===== config.mk =====
export PLATFORM = sky130hd
export DESIGN_NAME = sprite_top
export DESIGN_NICKNAME = d
export VERILOG_FILES = /design/src/verilog/vga_pkg.sv /design/src/verilog/sprite_top.sv /design/src/verilog/vga_out.sv /design/src/verilog/sprite_layer.sv /design/src/verilog/object_table.sv /design/src/verilog/draw_bg.sv /design/src/verilog/vga_timing.sv
export SDC_FILE = /design/constraint.sdc
export NUM_CORES = 1
export LEC_CHECK = 0
export ABC_CLOCK_PERIOD_IN_PS = 24200
export BUFFER_PORTS_ARGS = -buffer_cell sky130_fd_sc_hd__clkbuf_2
export CAP_MARGIN = 0
export CORE_MARGIN = 5
export CORE_UTILIZATION = 53
export DETAILED_ROUTE_END_ITERATION = 10
export PLACE_DENSITY = 0.69
export SLEW_MARGIN = 20
export SYNTH_ARGS = -nofsm -noshare
export SYNTH_HDL_FRONTEND = slang
export SYNTH_SLANG_ARGS = --single-unit

===== constraint.sdc =====
create_clock -name clk -period 24.2 [get_ports clk]
set_input_delay 0 -clock clk [delete_from_list [all_inputs] [get_ports clk]]
set_output_delay 0 -clock clk [all_outputs]
set_load 0.01 [all_outputs]

===== src/verilog/vga_pkg.sv =====
`default_nettype none

package vga_pkg;

    localparam int CNT_W  = 11;  // Pixel and line counters, sprite coordinates.
    localparam int RGB_W  = 12;
    localparam int SIZE_W = 10;  // Sprite width and height.

    localparam logic [RGB_W-1:0] BG_RGB     = 12'h136;
    localparam logic [RGB_W-1:0] BORDER_RGB = 12'hfc0;

    // Selects which view of the object word a host write updates.
    localparam logic FIELD_POS  = 1'b0;
    localparam logic FIELD_ATTR = 1'b1;

    typedef struct packed {
        logic             visible;
        logic [8:0]       reserved;
        logic [CNT_W-1:0] x;
        logic [CNT_W-1:0] y;
    } obj_pos_t;

    typedef struct packed {
        logic [SIZE_W-1:0] width;
        logic [SIZE_W-1:0] height;
        logic [RGB_W-1:0]  rgb;
    } obj_attr_t;

    // One 32-bit write word, read either as a position or as attributes.
    typedef union packed {
        obj_pos_t  pos;
        obj_attr_t attr;
    } obj_word_u;

    // Index width for a table of n entries, never narrower than one bit.
    function automatic int idx_w(input int n);
        return (n > 1) ? $clog2(n) : 1;
    endfunction

endpackage

`default_nettype wire

===== src/verilog/sprite_top.sv =====
`default_nettype none

module sprite_top
    import vga_pkg::*;
#(
    parameter int H_ACTIVE  = 640,
    parameter int H_FP      = 16,
    parameter int H_SYNC    = 96,
    parameter int H_BP      = 48,
    parameter int V_ACTIVE  = 480,
    parameter int V_FP      = 10,
    parameter int V_SYNC    = 2,
    parameter int V_BP      = 33,
    parameter int N_SPRITES = 4
) (
    input  logic                        clk,
    input  logic                        rst,
    input  logic                        wr_en,
    input  logic [idx_w(N_SPRITES)-1:0] wr_addr,
    input  logic                        wr_field,
    input  obj_word_u                   wr_data,
    output logic                        hs,
    output logic                        vs,
    output logic                        de,
    output logic [3:0]                  r,
    output logic [3:0]                  g,
    output logic [3:0]                  b
);

    logic [CNT_W-1:0] tim_hcount, tim_vcount;
    logic             tim_hsync, tim_vsync, tim_hblnk, tim_vblnk;

    // Stage k feeds sprite layer k. Entry N_SPRITES feeds the output stage.
    logic [CNT_W-1:0] hcount_s [N_SPRITES+1];
    logic [CNT_W-1:0] vcount_s [N_SPRITES+1];
    logic             hsync_s  [N_SPRITES+1];
    logic             vsync_s  [N_SPRITES+1];
    logic             hblnk_s  [N_SPRITES+1];
    logic             vblnk_s  [N_SPRITES+1];
    logic [RGB_W-1:0] rgb_s    [N_SPRITES+1];

    logic [N_SPRITES-1:0]             obj_visible;
    logic [N_SPRITES-1:0][CNT_W-1:0]  obj_x, obj_y;
    logic [N_SPRITES-1:0][SIZE_W-1:0] obj_width, obj_height;
    logic [N_SPRITES-1:0][RGB_W-1:0]  obj_rgb;

    vga_timing #(
        .H_ACTIVE(H_ACTIVE), .H_FP(H_FP), .H_SYNC(H_SYNC), .H_BP(H_BP),
        .V_ACTIVE(V_ACTIVE), .V_FP(V_FP), .V_SYNC(V_SYNC), .V_BP(V_BP)
    ) u_vga_timing (
        .clk, .rst,
        .hcount(tim_hcount), .vcount(tim_vcount),
        .hsync(tim_hsync), .vsync(tim_vsync),
        .hblnk(tim_hblnk), .vblnk(tim_vblnk)
    );

    draw_bg #(.H_ACTIVE(H_ACTIVE), .V_ACTIVE(V_ACTIVE)) u_draw_bg (
        .clk, .rst,
        .hcount_in(tim_hcount), .vcount_in(tim_vcount),
        .hsync_in(tim_hsync), .vsync_in(tim_vsync),
        .hblnk_in(tim_hblnk), .vblnk_in(tim_vblnk),
        .hcount_out(hcount_s[0]), .vcount_out(vcount_s[0]),
        .hsync_out(hsync_s[0]), .vsync_out(vsync_s[0]),
        .hblnk_out(hblnk_s[0]), .vblnk_out(vblnk_s[0]),
        .rgb_out(rgb_s[0])
    );

    object_table #(.N_SPRITES(N_SPRITES)) u_object_table (
        .clk, .rst, .wr_en, .wr_addr, .wr_field, .wr_data,
        .obj_visible, .obj_x, .obj_y, .obj_width, .obj_height, .obj_rgb
    );

    // ----------------------------------------
    // Sprite chain, higher index drawn on top
    // ----------------------------------------

    for (genvar i = 0; i < N_SPRITES; i++) begin : g_layer
        sprite_layer u_sprite_layer (
            .clk, .rst,
            .hcount_in(hcount_s[i]), .vcount_in(vcount_s[i]),
            .hsync_in(hsync_s[i]), .vsync_in(vsync_s[i]),
            .hblnk_in(hblnk_s[i]), .vblnk_in(vblnk_s[i]),
            .rgb_in(rgb_s[i]),
            .visible(obj_visible[i]), .x(obj_x[i]), .y(obj_y[i]),
            .width(obj_width[i]), .height(obj_height[i]), .rgb(obj_rgb[i]),
            .hcount_out(hcount_s[i+1]), .vcount_out(vcount_s[i+1]),
            .hsync_out(hsync_s[i+1]), .vsync_out(vsync_s[i+1]),
            .hblnk_out(hblnk_s[i+1]), .vblnk_out(vblnk_s[i+1]),
            .rgb_out(rgb_s[i+1])
        );
    end

    vga_out u_vga_out (
        .clk, .rst,
        .hsync_in(hsync_s[N_SPRITES]), .vsync_in(vsync_s[N_SPRITES]),
        .hblnk_in(hblnk_s[N_SPRITES]), .vblnk_in(vblnk_s[N_SPRITES]),
        .rgb_in(rgb_s[N_SPRITES]),
        .hs, .vs, .de, .r, .g, .b
    );

endmodule

`default_nettype wire


===== src/verilog/vga_out.sv =====
`default_nettype none

module vga_out
    import vga_pkg::*;
(
    input  logic             clk,
    input  logic             rst,
    input  logic             hsync_in,
    input  logic             vsync_in,
    input  logic             hblnk_in,
    input  logic             vblnk_in,
    input  logic [RGB_W-1:0] rgb_in,
    output logic             hs,
    output logic             vs,
    output logic             de,
    output logic [3:0]       r,
    output logic [3:0]       g,
    output logic [3:0]       b
);

    logic active;

    assign active = !(hblnk_in || vblnk_in);

    always_ff @(posedge clk or posedge rst) begin
        if (rst) begin
            hs <= 1'b0;
            vs <= 1'b0;
            de <= 1'b0;
            r  <= '0;
            g  <= '0;
            b  <= '0;
        end else begin
            hs <= hsync_in;
            vs <= vsync_in;
            de <= active;
            // A monitor expects black during blanking.
            {r, g, b} <= active ? rgb_in : '0;
        end
    end

endmodule

`default_nettype wire


===== src/verilog/sprite_layer.sv =====
`default_nettype none

module sprite_layer
    import vga_pkg::*;
(
    input  logic              clk,
    input  logic              rst,
    input  logic [CNT_W-1:0]  hcount_in,
    input  logic [CNT_W-1:0]  vcount_in,
    input  logic              hsync_in,
    input  logic              vsync_in,
    input  logic              hblnk_in,
    input  logic              vblnk_in,
    input  logic [RGB_W-1:0]  rgb_in,
    input  logic              visible,
    input  logic [CNT_W-1:0]  x,
    input  logic [CNT_W-1:0]  y,
    input  logic [SIZE_W-1:0] width,
    input  logic [SIZE_W-1:0] height,
    input  logic [RGB_W-1:0]  rgb,
    output logic [CNT_W-1:0]  hcount_out,
    output logic [CNT_W-1:0]  vcount_out,
    output logic              hsync_out,
    output logic              vsync_out,
    output logic              hblnk_out,
    output logic              vblnk_out,
    output logic [RGB_W-1:0]  rgb_out
);

    logic [CNT_W:0] x_end;  // One bit wider so x plus width cannot wrap.
    logic [CNT_W:0] y_end;
    logic           in_x;
    logic           in_y;

    assign x_end = {1'b0, x} + (CNT_W + 1)'(width);
    assign y_end = {1'b0, y} + (CNT_W + 1)'(height);

    assign in_x = (hcount_in >= x) && ({1'b0, hcount_in} < x_end);
    assign in_y = (vcount_in >= y) && ({1'b0, vcount_in} < y_end);

    always_ff @(posedge clk or posedge rst) begin
        if (rst) begin
            hcount_out <= '0;
            vcount_out <= '0;
            hsync_out  <= 1'b0;
            vsync_out  <= 1'b0;
            hblnk_out  <= 1'b0;
            vblnk_out  <= 1'b0;
            rgb_out    <= '0;
        end else begin
            hcount_out <= hcount_in;
            vcount_out <= vcount_in;
            hsync_out  <= hsync_in;
            vsync_out  <= vsync_in;
            hblnk_out  <= hblnk_in;
            vblnk_out  <= vblnk_in;
            rgb_out    <= (visible && in_x && in_y) ? rgb : rgb_in;
        end
    end

    // The timing generator must place the sync pulse inside the blanking interval.
    a_hsync_in_blank: assert property (
        @(posedge clk) disable iff (rst) hsync_in |-> hblnk_in
    );

endmodule

`default_nettype wire


===== src/verilog/object_table.sv =====
`default_nettype none

module object_table
    import vga_pkg::*;
#(
    parameter int N_SPRITES = 4
) (
    input  logic                                 clk,
    input  logic                                 rst,
    input  logic                                 wr_en,
    input  logic [idx_w(N_SPRITES)-1:0]          wr_addr,
    input  logic                                 wr_field,
    input  obj_word_u                            wr_data,
    output logic [N_SPRITES-1:0]                 obj_visible,
    output logic [N_SPRITES-1:0][CNT_W-1:0]      obj_x,
    output logic [N_SPRITES-1:0][CNT_W-1:0]      obj_y,
    output logic [N_SPRITES-1:0][SIZE_W-1:0]     obj_width,
    output logic [N_SPRITES-1:0][SIZE_W-1:0]     obj_height,
    output logic [N_SPRITES-1:0][RGB_W-1:0]      obj_rgb
);

    // ----------------------------------------
    // Position view
    // ----------------------------------------

    always_ff @(posedge clk or posedge rst) begin
        if (rst) begin
            obj_visible <= '0;
            obj_x       <= '0;
            obj_y       <= '0;
        end else if (wr_en && (wr_field == FIELD_POS)) begin
            obj_visible[wr_addr] <= wr_data.pos.visible;
            obj_x[wr_addr]       <= wr_data.pos.x;
            obj_y[wr_addr]       <= wr_data.pos.y;
        end
    end

    // ----------------------------------------
    // Attribute view
    // ----------------------------------------

    // The other view of the same entry is left untouched.
    always_ff @(posedge clk or posedge rst) begin
        if (rst) begin
            obj_width  <= '0;
            obj_height <= '0;
            obj_rgb    <= '0;
        end else if (wr_en && (wr_field == FIELD_ATTR)) begin
            obj_width[wr_addr]  <= wr_data.attr.width;
            obj_height[wr_addr] <= wr_data.attr.height;
            obj_rgb[wr_addr]    <= wr_data.attr.rgb;
        end
    end

    // A host must never address an entry the table does not have.
    a_wr_addr_range: assert property (
        @(posedge clk) disable iff (rst) wr_en |-> (int'(wr_addr) < N_SPRITES)
    );

endmodule

`default_nettype wire


===== src/verilog/draw_bg.sv =====
`default_nettype none

module draw_bg
    import vga_pkg::*;
#(
    parameter int H_ACTIVE = 640,
    parameter int V_ACTIVE = 480
) (
    input  logic             clk,
    input  logic             rst,
    input  logic [CNT_W-1:0] hcount_in,
    input  logic [CNT_W-1:0] vcount_in,
    input  logic             hsync_in,
    input  logic             vsync_in,
    input  logic             hblnk_in,
    input  logic             vblnk_in,
    output logic [CNT_W-1:0] hcount_out,
    output logic [CNT_W-1:0] vcount_out,
    output logic             hsync_out,
    output logic             vsync_out,
    output logic             hblnk_out,
    output logic             vblnk_out,
    output logic [RGB_W-1:0] rgb_out
);

    logic on_border;

    assign on_border = (hcount_in == '0) || (hcount_in == CNT_W'(H_ACTIVE - 1)) ||
                       (vcount_in == '0) || (vcount_in == CNT_W'(V_ACTIVE - 1));

    always_ff @(posedge clk or posedge rst) begin
        if (rst) begin
            hcount_out <= '0;
            vcount_out <= '0;
            hsync_out  <= 1'b0;
            vsync_out  <= 1'b0;
            hblnk_out  <= 1'b0;
            vblnk_out  <= 1'b0;
            rgb_out    <= '0;
        end else begin
            hcount_out <= hcount_in;
            vcount_out <= vcount_in;
            hsync_out  <= hsync_in;
            vsync_out  <= vsync_in;
            hblnk_out  <= hblnk_in;
            vblnk_out  <= vblnk_in;
            rgb_out    <= on_border ? BORDER_RGB : BG_RGB;  // Blanked later anyway.
        end
    end

endmodule

`default_nettype wire


===== src/verilog/vga_timing.sv =====
`default_nettype none

module vga_timing
    import vga_pkg::*;
#(
    parameter int H_ACTIVE = 640,
    parameter int H_FP     = 16,
    parameter int H_SYNC   = 96,
    parameter int H_BP     = 48,
    parameter int V_ACTIVE = 480,
    parameter int V_FP     = 10,
    parameter int V_SYNC   = 2,
    parameter int V_BP     = 33
) (
    input  logic             clk,
    input  logic             rst,
    output logic [CNT_W-1:0] hcount,
    output logic [CNT_W-1:0] vcount,
    output logic             hsync,
    output logic             vsync,
    output logic             hblnk,
    output logic             vblnk
);

    localparam int H_TOTAL = H_ACTIVE + H_FP + H_SYNC + H_BP;
    localparam int V_TOTAL = V_ACTIVE + V_FP + V_SYNC + V_BP;

    localparam logic [CNT_W-1:0] H_LAST   = CNT_W'(H_TOTAL - 1);
    localparam logic [CNT_W-1:0] V_LAST   = CNT_W'(V_TOTAL - 1);
    localparam logic [CNT_W-1:0] HS_START = CNT_W'(H_ACTIVE + H_FP);
    localparam logic [CNT_W-1:0] HS_END   = CNT_W'(H_ACTIVE + H_FP + H_SYNC);
    localparam logic [CNT_W-1:0] VS_START = CNT_W'(V_ACTIVE + V_FP);
    localparam logic [CNT_W-1:0] VS_END   = CNT_W'(V_ACTIVE + V_FP + V_SYNC);

    logic [CNT_W-1:0] hcount_nxt;
    logic [CNT_W-1:0] vcount_nxt;

    always_comb begin
        hcount_nxt = hcount + CNT_W'(1);
        vcount_nxt = vcount;
        if (hcount == H_LAST) begin
            hcount_nxt = '0;
            vcount_nxt = (vcount == V_LAST) ? '0 : vcount + CNT_W'(1);
        end
    end

    // Flags are decoded from the next count so they line up with the counters.
    always_ff @(posedge clk or posedge rst) begin
        if (rst) begin
            hcount <= '0;
            vcount <= '0;
            hsync  <= 1'b0;
            vsync  <= 1'b0;
            hblnk  <= 1'b0;
            vblnk  <= 1'b0;
        end else begin
            hcount <= hcount_nxt;
            vcount <= vcount_nxt;
            hblnk  <= (hcount_nxt >= CNT_W'(H_ACTIVE));
            vblnk  <= (vcount_nxt >= CNT_W'(V_ACTIVE));
            hsync  <= (hcount_nxt >= HS_START) && (hcount_nxt < HS_END);
            vsync  <= (vcount_nxt >= VS_START) && (vcount_nxt < VS_END);
        end
    end

    a_hcount_range: assert property (
        @(posedge clk) disable iff (rst) hcount <= H_LAST
    );

endmodule

`default_nettype wire


# == Word level (Yosys, flattened, before mapping) ==
# Index checks and enable logic that the tools add are counted.
# word_totals
ff_bits,429
latchBits,0
mem_bits_rw,0
mem_bits_ro,0
out_inout_bits,15
wordCells,156
memories,0
# classes
addsub,10
multipliers,0
n_div,0
order_cmp,24
eq_ne,4
shift,0
n_mux,23
bitwise,1
reduce_logical,28
# op_table
cell,count
$add 11x10->12,8
$lt 11x12->1,8
$bwmux 44,2
$ge 11x11->1,8
$mux 12,7
$bwmux 40,2
$bwmux 48,1
$mux 11,4
$eq 11x10->1 const B,3
$demux 12 s2,1
$add 11x1->11 const B,2
$demux 11 s2,1
$ge 11x10->1 const B,2
$ge 11x9->1 const B,2
$logic_not 11->1,2
$logic_and 1x1->1,21
$demux 10 s2,1
$eq 11x9->1 const B,1
$lt 11x10->1 const B,1
$lt 11x9->1 const B,1
$mux 10,1
$bwmux 4,1
$logic_or 1x1->1,4
$lt 2x3->1 const B,1
5 further kinds,5

# == Longest topological paths before layout ==
# Gate-level depths: netlist of the first run.
# logic_depth
depth_word,6
depth_mapped,19
depth_no_buf,18

# == Modules after synthesis ==
# A second synthesis of the first run with hierarchy kept.
# hier_totals
hier_cells,1842
hier_area_um2,22902.0
# modules_own_cells
module,instances,cells_each,area_per_inst_um2
object_table,1,474,8259.2
sprite_layer (g_layer[2].u_sprite_layer ...),2,285,2949.1
sprite_layer (g_layer[0].u_sprite_layer),1,282,2937.8
sprite_layer (g_layer[1].u_sprite_layer),1,281,2934.1
vga_timing,1,147,1428.9
draw_bg,1,57,903.4
vga_out,1,31,540.5

# == Worst setup path after synthesis of the first run ==
# OpenSTA, ideal clock, no wires.
# synth_path
path_type,register to register
from,register u_object_table.obj_x[22] (netlist bit)
to,register g_layer[2].u_sprite_layer.rgb_out[10]
setup_ns,0.125
t_arrival_ns,3.966
required_ns,24.075
slack_ns,20.110
path_stages_with_launch,18
path_buffers,1
period_less_slack_ns,4.090
path_cell_list,dfrtp_1 -> ha_1 -> fa_1 -> a21o_1 -> a21oi_1 -> nor2b_1 -> o21a_1 -> o41ai_1 -> mux2i_1 -> a2111oi_0 -> ha_1 -> or4_1 -> a211oi_1 -> o31ai_1 -> o211ai_1 -> nand4_1 -> buf_1 -> mux2_2
# synth_via
elab_chain_len,6
elab_cells_between_ends,7
cone_classes,add/sub: 1; order compare: 2; mux: 1; reduce/logical: 3
# synth_rtl
element,line_no,source
start: declaration,object_table.sv:15,"output logic [N_SPRITES-1:0][CNT_W-1:0] obj_x,"
start signal: indexed assignment,object_table.sv:33,obj_x[wr_addr] <= wr_data.pos.x;
$add 11x10->12,sprite_layer.sv:35,"assign x_end = {1'b0, x} + (CNT_W + 1)'(width);"
$lt 11x12->1,sprite_layer.sv:38,"assign in_x = (hcount_in >= x) && ({1'b0, hcount_in} < x_end);"
$logic_and 1x1->1 (*),sprite_layer.sv:38,
$logic_and 1x1->1 (*) (2 in series),sprite_layer.sv:57,rgb_out <= (visible && in_x && in_y) ? rgb : rgb_in;
$mux 12 (*),sprite_layer.sv:57,
end signal: assignment,sprite_layer.sv:57,
end: declaration,sprite_layer.sv:27,output logic [RGB_W-1:0] rgb_out
# Mark *: on every way between the ends. The rest lies on a longest branch, timed or not.
# A chain may end at the register's enable or synchronous reset.

# == Final worst setup path of the first run ==
# layout_path
from,register u_object_table.obj_x[22] (netlist bit)
to,register g_layer[2].u_sprite_layer.rgb_out[2]
# The elaborated chain is that of the path after synthesis.

==> results of run 1 <==
-- state kept, by name (all words and copies together), names as in the netlist, 11 cells and up --
register,cells
g_layer.u_sprite_layer.rgb_out,48
u_draw_bg.hcount_out,11
u_object_table.obj_height,40
u_object_table.obj_y,44
u_object_table.obj_width,40
u_object_table.obj_x,44
u_object_table.obj_rgb,48
u_draw_bg.vcount_out,11
u_vga_timing.hcount,11
g_layer.u_sprite_layer.hcount_out,33
g_layer.u_sprite_layer.vcount_out,33
u_vga_timing.vcount,11
-- routing by layer --
layer	wire length (um)	vias to the layer above	global-route usage (%)
met1	22500	7322	31.3
li1	-	6923	-
met5	0	-	0
met4	1380	0	7.33
met2	22400	227	35.2
met3	1930	80	2.99
-- cell families (layout without fill, tap and decap cells) --
group / after synthesis / count (layout) / synth area share, %
buf+inv: 171 / 310 / 3.03
xor+xnor: 76 / 76 / 3.08
fa+ha+maj: 260 / 260 / 15.3
simple gates: 379 / 379 / 8.96
compound gates: 364 / 364 / 10.3
other cells: 1 / 1 / 0.0173
mux: 204 / 204 / 10.6
flops: 420 / 420 / 48.6
-- worst max path at each step --
stage / startpoint / endpoint / slack [ns] / cells past startpoint
after global placement: u_object_table.obj_x[22] / g_layer[2].u_sprite_layer.rgb_out[1] / 19.34 / 16
after detailed placement: u_object_table.obj_width[20] / g_layer[2].u_sprite_layer.rgb_out[10] / 19.26 / 16
after floorplan: rst / g_layer[0].u_sprite_layer.hblnk_out / 12.51 / 1
after global routing: u_object_table.obj_x[22] / g_layer[2].u_sprite_layer.rgb_out[11] / 18.91 / 16
after CTS: u_object_table.obj_x[22] / g_layer[2].u_sprite_layer.rgb_out[10] / 19.25 / 16
final: u_object_table.obj_x[22] / g_layer[2].u_sprite_layer.rgb_out[2] / 19.26 / 16
-- area by class of cell --
cell class | instances | area [sq um] | area share [%]
clock inverter | 17 | 231 | 0.949
sequential | 420 | 10500 | 43.1
tap | 532 | 666 | 2.73
timing repair buffer | 99 | 713 | 2.92
clock buffer | 61 | 1290 | 5.28
multi-input combinational | 1284 | 10500 | 43.0
inverter | 133 | 507 | 2.08
-- placed cells by master, fill, tap and decap left out, drive strengths merged, types with 7 or more instances in the layout --
| cell | count |
|---|---|
| xnor2 | 37 |
| nor2b | 19 |
| nor3 | 35 |
| o31ai | 7 |
| nor3b | 7 |
| nand3 | 39 |
| a211oi | 15 |
| and2 | 15 |
| clkinv | 9 |
| buf | 15 |
| xor2 | 39 |
| nor4 | 12 |
| or4 | 8 |
| nand2b | 26 |
| dfrtp | 420 |
| and3 | 7 |
| a21oi | 91 |
| clkbuf | 113 |
| dlygate4sd3 | 32 |
| nand2 | 104 |
| nor2 | 63 |
| nand4 | 18 |
| o21bai | 7 |
| o21a | 17 |
| fa | 8 |
| o21ai | 129 |
| a21o | 28 |
| ha | 252 |
| mux2 | 203 |
| o211ai | 17 |
| inv | 135 |
-- power by group through the flow --
| stage | clock (mW) | combinational [mW] | sequential, mW |
|---|---|---|---|
| 2_1_floorplan | 0 | 0.500 | 0.831 |
| 3_3_place_gp | 0 | 0.605 | 0.842 |
| 3_5_place_dp | 0 | 0.634 | 0.846 |
| 4_1_cts | 0.716 | 0.644 | 0.835 |
| 5_1_grt | 0.746 | 0.739 | 0.845 |
| 6_report | 0.703 | 0.642 | 0.835 |
-- metrics by stage --
stage | instances | worst slack (ns) | util (%)
after global placement | 2435 | 19.34 | 55.6
after detailed placement | 2435 | 19.26 | 55.6
after CTS | 2545 | 19.25 | 60.1
final | 2546 | 19.26 | 60.2
after floorplan | 1875 | 12.51 | -
after global routing | 2546 | 18.91 | 60.2
-- worst max-delay path: cells and delay by family, from the launching register on --
| family | cells | cell delay (ns) |
|---|---|---|
| AO/OA/AOI/OAI | 8 | 1.70 |
| AND/OR/NAND/NOR | 3 | 1.11 |
| adder cells (fa/ha/maj) | 3 | 0.86 |
| multiplexers | 2 | 0.75 |
| flip-flops | 1 | 0.40 |
-- repair_timing --
action / 4_1_cts / 5_1_grt
endpoints found under the hold margin: 301 / 0
setup endpoints to repair: 0 / 0
hold buffers: 32 / 0
==> impl_metrics.tcl, run 1 <==
set metrics [dict create \
    yosys_register_bits 420 \
    drt_wl_total_um 48200 \
    drive_gt1_share_pct 17.9 \
    grt_max_degree 124 \
    fillers 3207 \
    die_y_um 212 \
    ys_async_sr_fraction_pct 100 \
    r2r-end "g_layer[2].u_sprite_layer.rgb_out[2]" \
    crit_arrival_ns 5.40 \
    hp-class "input port to flip-flop" \
    setup_viol 0 \
    rsz0062_at_grt "no" \
    yosys_warnings 0 \
    synth_seq_area_share_pct 48.6 \
    root_buffer "clkbuf_16" \
    leakage_nw 11.7 \
    whs_endpoint "u_object_table.obj_x[11]" \
    timing.rr.start "u_object_table.obj_x[22]" \
    yosys-top-cells-area "dfrtp_1 49%, ha_1 15%, mux2_2 11%" \
    numCtsBuffers 45 \
    sequentialPowerShare_pct 38.3 \
    diodes 0 \
    clockBufferDepth 3 \
    hold_path_depth 2 \
    clock_skew_ns 0.0115 \
    grt_pass1_wl_um 78500 \
    nets 2281 \
    drt_iter0_drc 1037 \
    finalHoldViolCount 0 \
    finalSetupTns_ns 0 \
    initial_core_util_pct 53.3 \
    fmaxAchievable_ghz 0.202 \
    synth_top_cell_area_share_pct 48.6 \
    start_kind "flip-flop" \
    cts_tree "done" \
    worstSetupPathType "flip-flop to flip-flop" \
    clk_pin_slew_ns 0.07 \
    grt_pass1_vias 14816 \
    yosys.area.top_type "dfrtp_1" \
    h-tree-depth 2 \
    ir_drop_mv 0.0437 \
    synth_most_common_cell "dfrtp_1" \
    hpwl_um 33500 \
    vias 14552 \
    ant_nets 0 \
    avgViaCountPerCell 5.72 \
    synth_ff_type "dfrtp_1" \
    routedWlPerCell_um 18.9 \
    place_congestion 0.875 \
    crit_path_frequent_cell "ha_1" \
    syn_inst 1875 \
    cts_setup_buffers 0 \
    die-width_um 212 \
    grt_overflow_total 0 \
    cts_sinks 420 \
    drc 0 \
    r2r_cells 16 \
    power.total_mw 2.18 \
    stdcell_area_sq_um 24400 \
    p_int_mw 1.50 \
    syn_avg_cell_area_sq_um 11.5 \
    switching_share_pct 31.3 \
    worst-path-max-fanout 12 \
    grtUsageTotal_pct 22.0 \
    clock_power_share_pct 32.3 \
    p_per_area_nw_per_um2 89.3 \
    cts_resized 0 \
    worst_pin_slew_ns 1.03 \
    maxCapViolations 0 \
    crit_required_ns 24.65 \
    syn_nets 2173 \
    reg2reg_slack_ns 19.26 \
    slew_headroom_pct 31.0 \
    endpoint_kind "flip-flop" \
    power_frac_comb_pct 29.5 \
    place_area_sq_um 22500 \
    core_sq_um 40600 \
    maxSlewViolCount 0 \
    worst_hold_slack_ns 0.0527 \
    status "completed" \
    syn_area_sq_um 21600 \
    max_stage_delay_ns 0.64 \
    area_growth_syn_to_layout_pct 12.9 \
    hp-start "wr_data[11]" \
    period_needed_ns 4.94 \
    power_switching_mw 0.682 \
    clk_latency_ns 0.57 \
    path_cells "ha_1 > fa_1 > a21o_1 > a21oi_1 > nor2b_1 > o21a_1 > o41ai_1 > mux2i_1 > a2111oi_0 > ha_1 > or4_1 > a211oi_1 > o31ai_1 > o211ai_1 > nand4_1 > mux2_2" \
    boundaryPins 53 \
    port-buffer-count 52 \
    synth_cell_types 68 \
    synth_edf_count 0 \
    antenna_found_initial 0 \
    synth_common_cells "420 x dfrtp_1, 252 x ha_1, 203 x mux2_2" \
    dieArea_sq_um 44900 \
    rows 74 \
    period_share_pct 20.4 \
    cp_slowest_cell "nand4_1" \
    drt-pass1-iter-count 5 \
]
No activity file was read; power rests on OpenSTA's default activity.
==> run 2, diff against run 1 <==
ABC_CLOCK_PERIOD_IN_PS = 4400   (was 24200)
PLACE_DENSITY = 0.72   (was 0.69)
clock period = 4.4 ns   (was 24.2 ns; I/O delays follow)
==> run 2 against run 1 <==
Compared with the run above: combinational power grew to 5.6 times the previous value; routed wire length shrank 0.74%; first-iteration DRC count shrank 11%; setup slack lost 19 ns; total power grew to 5.5 times the previous value; global-route usage shrank 0.36 points; sequential cell count is the same; clock power grew to 5.4 times the previous value; die area is the same; sequential power grew to 5.5 times the previous value; design area grew 0.33%; non-clock buffer count grew 9; critical endpoint is now g_layer[2].u_sprite_layer.rgb_out[11].
==> impl_metrics.tcl, run 2 (synthesis results as in run 1) <==
set metrics [dict create \
    avgViaCountPerCell 5.69 \
    hp-start "wr_addr[0]" \
    clock_skew_ns 0.0202 \
    fillers 3208 \
    hp-class "input port to flip-flop" \
    start_kind "flip-flop" \
    boundaryPins 53 \
    drt_wl_total_um 47800 \
    vias 14564 \
    clockBufferDepth 3 \
    nets 2290 \
    ir_drop_mv 0.259 \
    crit_buf_inv 2 \
    grt_pass1_vias 15157 \
    dp_slack_ns 0.0556 \
    root_buffer "clkbuf_16" \
    crit_arrival_ns 4.65 \
    final_cells 2560 \
    core_sq_um 40600 \
    reg2reg_slack_ns 0.19 \
    clk_latency_ns 0.55 \
    clk_pin_slew_ns 0.06 \
    place_congestion 0.887 \
    worst_pin_slew_ns 1.00 \
    post-place-cells 2444 \
    finalHoldViolCount 0 \
    period_needed_ns 4.21 \
    fin_ws_ns 0.185 \
    status "completed" \
    fin_util_pct 60.4 \
    dieArea_sq_um 44900 \
    final_common_cell "dfrtp_1" \
    seqCellArea_sq_um 10500 \
    grt_pass1_wl_um 77900 \
    multi_input_area_sq_um 10500 \
    routedWlPerCell_um 18.7 \
    drive_gt1_share_pct 18.5 \
    ant_nets 0 \
    maxSlewViolCount 0 \
    hpwl_um 34100 \
    worst-path-max-fanout 12 \
    maxCapViolations 0 \
    r2r_cells 18 \
    whs_endpoint "u_object_table.obj_x[13]" \
    rows 74 \
    endpoint_kind "flip-flop" \
    grt_max_degree 114 \
    path_cells "ha_1 > fa_1 > a21o_1 > a21oi_2 > nor2b_1 > o21a_1 > o41ai_2 > buf_4 > mux2i_1 > a2111oi_0 > ha_1 > or4_1 > a211oi_2 > o31ai_1 > o211ai_1 > nand4_1 > buf_4 > mux2_2" \
    drt-pass1-iter-count 5 \
    max_stage_delay_ns 0.43 \
    setup_viol 0 \
    cts_setup_buffers 0 \
    die_y_um 212 \
    leakage_nw 11.7 \
    grtUsageTotal_pct 21.6 \
    cp_top_family "compound AO/OA/AOI/OAI gates" \
    timing.rr.start "u_object_table.obj_width[20]" \
    numCtsBuffers 45 \
    grt_overflow_total 0 \
    cts_tree "done" \
    die-width_um 212 \
    hold_path_depth 4 \
    cp_slowest_cell "or4_1" \
    worstSetupPathType "flip-flop to flip-flop" \
    p_per_area_nw_per_um2 489 \
    largestRegisters "g_layer.u_sprite_layer.rgb_out: 48 flops, u_object_table.obj_rgb: 48 flops" \
    port-buffer-count 52 \
    area_growth_syn_to_layout_pct 13.3 \
    initial_core_util_pct 53.3 \
    antenna_found_initial 0 \
    slew_headroom_pct 32.8 \
    period_share_pct 95.8 \
    layout_common_cells "420 x dfrtp_1, 252 x ha_1, 203 x mux2_2" \
    drt_iter0_drc 926 \
    cts_sinks 420 \
    h-tree-depth 2 \
    finalSetupTns_ns 0 \
    r2r-end "g_layer[2].u_sprite_layer.rgb_out[11]" \
    drc 0 \
    rsz0062_at_grt "no" \
    fmaxAchievable_ghz 0.237 \
    crit_required_ns 4.83 \
]
-- run 2: cell types whose count changed in the layout (fill, tap and decap cells not counted), moves of 2 or more --
cell,previous run,this run
clkbuf_8,8,6
buf_4,14,21
buf_12,0,2
clkinv_2,5,10
clkinvlp_4,2,7
-- run 2: per-layer routing --
layer	vias to the layer above	track usage, %	part of all wire, %
met5	-	0	0
met4	0	6.60	2.6
met3	85	2.98	4.6
met2	262	35.4	47
met1	7271	30.3	46
li1	6946	-	-
-- run 2: what timing repair did --
| action | in CTS | in global routing |
|---|---|---|
| hold buffers | 33 | 0 |
| gates resized for setup | 0 | 5 |
| endpoints found under the hold margin | 195 | 0 |
| setup endpoints to repair | 0 | 34 |
-- run 2: worst max path at each step --
stage                                      start                                     to  cells past startpoint
global placement        u_object_table.obj_x[22]   g_layer[2].u_sprite_layer.rgb_out[9]                     18
CTS                     u_object_table.obj_x[22]  g_layer[2].u_sprite_layer.rgb_out[10]                     18
global route            u_object_table.obj_x[11]   g_layer[1].u_sprite_layer.rgb_out[9]                     16
finish              u_object_table.obj_width[20]  g_layer[2].u_sprite_layer.rgb_out[11]                     18
detailed placement      u_object_table.obj_x[22]  g_layer[2].u_sprite_layer.rgb_out[10]                     18
floorplan                                    rst    g_layer[0].u_sprite_layer.hblnk_out                      1
-- run 2: layout make-up --
class | instances | share of cell area (%)
Multi-Input combinational cell | 1284 | 42.9
Antenna cell | 1 | 0.0102
Sequential cell | 420 | 42.9
Tap cell | 532 | 2.72
Timing Repair Buffer | 108 | 3.22
Clock buffer | 58 | 5.13
Inverter | 133 | 2.05
Clock inverter | 24 | 1.05
-- run 2: stage by stage --
step	total power, mW	area (sq um)	hold slack [ns]
after global routing	12.8	24500	0.0404
final	12.0	24500	0.0353
after detailed placement	8.16	22600	0.215
after floorplan	7.32	21600	0.117
after CTS	12.0	24500	0.0177
after global placement	7.96	22600	0.206
-- run 2: power breakdown --
| part | internal (mW) | switching, mW |
|---|---|---|
| registers | 4.31 | 0.289 |
| logic | 1.66 | 1.91 |
| clock network | 2.26 | 1.55 |
-- run 2: worst reg2reg max path, delay by kind of cell (launching register included) --
kind / cells / cell delay, ns
and+or+nand+nor: 3 / 0.65
DFF: 1 / 0.39
muxes: 2 / 0.45
adders and majority gates: 3 / 0.88
AOI/OAI and AO/OA: 8 / 1.35
buffers and inverters: 2 / 0.39
==> run 3, diff against run 2 <==
CELL_PAD_IN_SITES_DETAIL_PLACEMENT = 0   (was default)
CELL_PAD_IN_SITES_GLOBAL_PLACEMENT = 1   (was default)
CORE_MARGIN = 4   (was 5)
CORE_UTILIZATION = 47   (was 53)
PLACE_DENSITY = default   (was 0.72)
PLACE_DENSITY_LB_ADDON = 0.1   (was default)
==> run 3 against run 2 <==
Compared with the run above: clock power increased by 4%; utilization decreased by 6.0 points; routed wire length increased by 4.6%; total power is 0.92% higher; critical endpoint is now g_layer[2].u_sprite_layer.rgb_out[9].
==> impl_metrics.tcl, run 3 (synthesis results as in run 1) <==
set metrics [dict create \
    final_common_cell "dfrtp_1" \
    hp-class "input port to flip-flop" \
    area_growth_syn_to_layout_pct 14.1 \
    fillers 3943 \
    drt-pass1-iter-count 5 \
    whs_endpoint "u_object_table.obj_rgb[47]" \
    endpoint_kind "flip-flop" \
    root_buffer "clkbuf_16" \
    p_per_area_nw_per_um2 490 \
    diodes 0 \
    die-width_um 222 \
    power.total_mw 12.1 \
    grt_pass1_vias 14393 \
    h-tree-depth 2 \
    clockBufferDepth 3 \
    grt_util_met1_pct 30.9 \
    crit_required_ns 4.85 \
    core_sq_um 45400 \
    met3_usage_pct 3.33 \
    worst_pin_slew_ns 0.717 \
    period_share_pct 97.4 \
    slew_headroom_pct 52.2 \
    start_kind "flip-flop" \
    finalHoldViolCount 0 \
    seqCellArea_sq_um 10500 \
    status "completed" \
    setup_viol 0 \
    multi_input_area_sq_um 10500 \
    drive_gt1_share_pct 18.6 \
    r2r_cells 18 \
    cts_sinks 420 \
    layout_common_cells "420 x dfrtp_1, 251 x ha_1, 203 x mux2_2" \
    fmaxAchievable_ghz 0.233 \
    cts_tree "done" \
    grt_use_met2_pct 31.0 \
    worst-path-max-fanout 6 \
    maxSlewViolCount 0 \
    p_int_mw 8.37 \
    hpwl_um 35400 \
    grt_pass1_wl_um 80100 \
    reg2reg_slack_ns 0.11 \
    grt_max_degree 125 \
    antenna_found_initial 0 \
    clock_power_share_pct 32.8 \
    period_needed_ns 4.29 \
    ant_nets 0 \
    numCtsBuffers 46 \
    drt_wl_total_um 50000 \
    routedWlPerCell_um 19.0 \
    place_congestion 0.815 \
    dieArea_sq_um 49500 \
    vias 14145 \
    timing.rr.start "u_object_table.obj_x[22]" \
    top_usage_layer "met2" \
    largestRegisters "g_layer.u_sprite_layer.rgb_out: 48 flops, u_object_table.obj_rgb: 48 flops" \
    power_switching_mw 3.72 \
    avgViaCountPerCell 5.38 \
    ir_drop_mv 0.302 \
    hp-start "wr_data[11]" \
    leakage_nw 11.7 \
    port-buffer-count 52 \
    die_y_um 222 \
    r2r-end "g_layer[2].u_sprite_layer.rgb_out[9]" \
    power_frac_comb_pct 29.3 \
    boundaryPins 53 \
    drt_iter0_drc 578 \
    nets 2291 \
    grtUsageTotal_pct 20.5 \
    clk_pin_slew_ns 0.06 \
    worst_hold_slack_ns 0.0919 \
    grt_overflow_total 0 \
    clk_latency_ns 0.57 \
    switching_share_pct 30.8 \
    sequentialPowerShare_pct 38.0 \
    hold_path_depth 2 \
    maxCapViolations 0 \
    rows 78 \
    clock_skew_ns 0.0221 \
    initial_core_util_pct 47.6 \
    drc 0 \
    crit_arrival_ns 4.74 \
    worstSetupPathType "flip-flop to flip-flop" \
]
==> run 3: through the flow <==
stage,TNS (ns),util (%),setup slack [ns],std cells,area (sq um)
3_5_place_dp,-0.648,50.1,-0.0612,2509,22700
3_3_place_gp,0,50.1,0.112,2509,22700
5_1_grt,-1.17,54.3,-0.109,2627,24700
4_1_cts,0,54.2,0.0179,2624,24600
6_report,0,54.3,0.113,2627,24700
2_1_floorplan,-531.51,-,-1.27,1875,21600
==> run 3: power by group through the flow <==
stage | logic [mW] | registers [mW] | clock network [mW]
after global routing | 4.11 | 4.65 | 4.23
after floorplan | 2.75 | 4.57 | 0
after CTS | 3.55 | 4.59 | 4.07
after global placement | 3.41 | 4.64 | 0
after detailed placement | 3.50 | 4.65 | 0
final | 3.54 | 4.59 | 3.96
==> run 3: worst max-delay path, stage by stage (launching register included) <==
cell and delay, ns:
dfrtp_1 0.41, ha_2 0.21, fa_2 0.35, a21o_1 0.17, a21oi_2 0.16, nor2b_1 0.07
o21a_1 0.19, o41ai_2 0.23, buf_4 0.17, mux2i_1 0.18, a2111oi_0 0.10, ha_1 0.21
or4_1 0.43, a211oi_2 0.23, o31ai_1 0.12, o211ai_1 0.20, nand4_1 0.27, buf_6 0.21
mux2_2 0.27
==> run 3: worst max-delay path by stage <==
stage | startpoint | endpoint | slack (ns) | depth (start not counted)
6_report | u_object_table.obj_x[22] | g_layer[2].u_sprite_layer.rgb_out[9] | 0.11 | 18
5_1_grt | u_object_table.obj_x[22] | g_layer[2].u_sprite_layer.rgb_out[9] | -0.11 | 18
3_3_place_gp | u_object_table.obj_x[22] | g_layer[2].u_sprite_layer.rgb_out[2] | 0.11 | 18
4_1_cts | u_object_table.obj_x[22] | g_layer[2].u_sprite_layer.rgb_out[9] | 0.02 | 18
2_1_floorplan | rst | g_layer[0].u_sprite_layer.hblnk_out | -1.27 | 1
3_5_place_dp | u_object_table.obj_x[22] | g_layer[2].u_sprite_layer.rgb_out[2] | -0.06 | 18
==> run 3: area by class of cell <==
cell class	instances	area share, %
Sequential cell	420	42.6
Multi-Input combinational cell	1284	42.6
Clock buffer	64	5.39
Timing Repair Buffer	108	3.38
Tap cell	600	3.04
Inverter	133	2.04
Clock inverter	18	0.939
==> run 3: per-layer routing <==
layer	vias to the layer above	part of all wire, %
met2	196	43
met4	0	2.4
met3	65	3.5
met5	-	0
li1	6976	-
met1	6908	51
==> run 3: timing repair <==
action,CTS,global route
hold endpoints to repair,456,0
resized for setup,1,9
buffers inserted,0,2
pin swaps,1,3
setup endpoints to repair,12,15
hold buffers,33,0
gates cloned,0,1
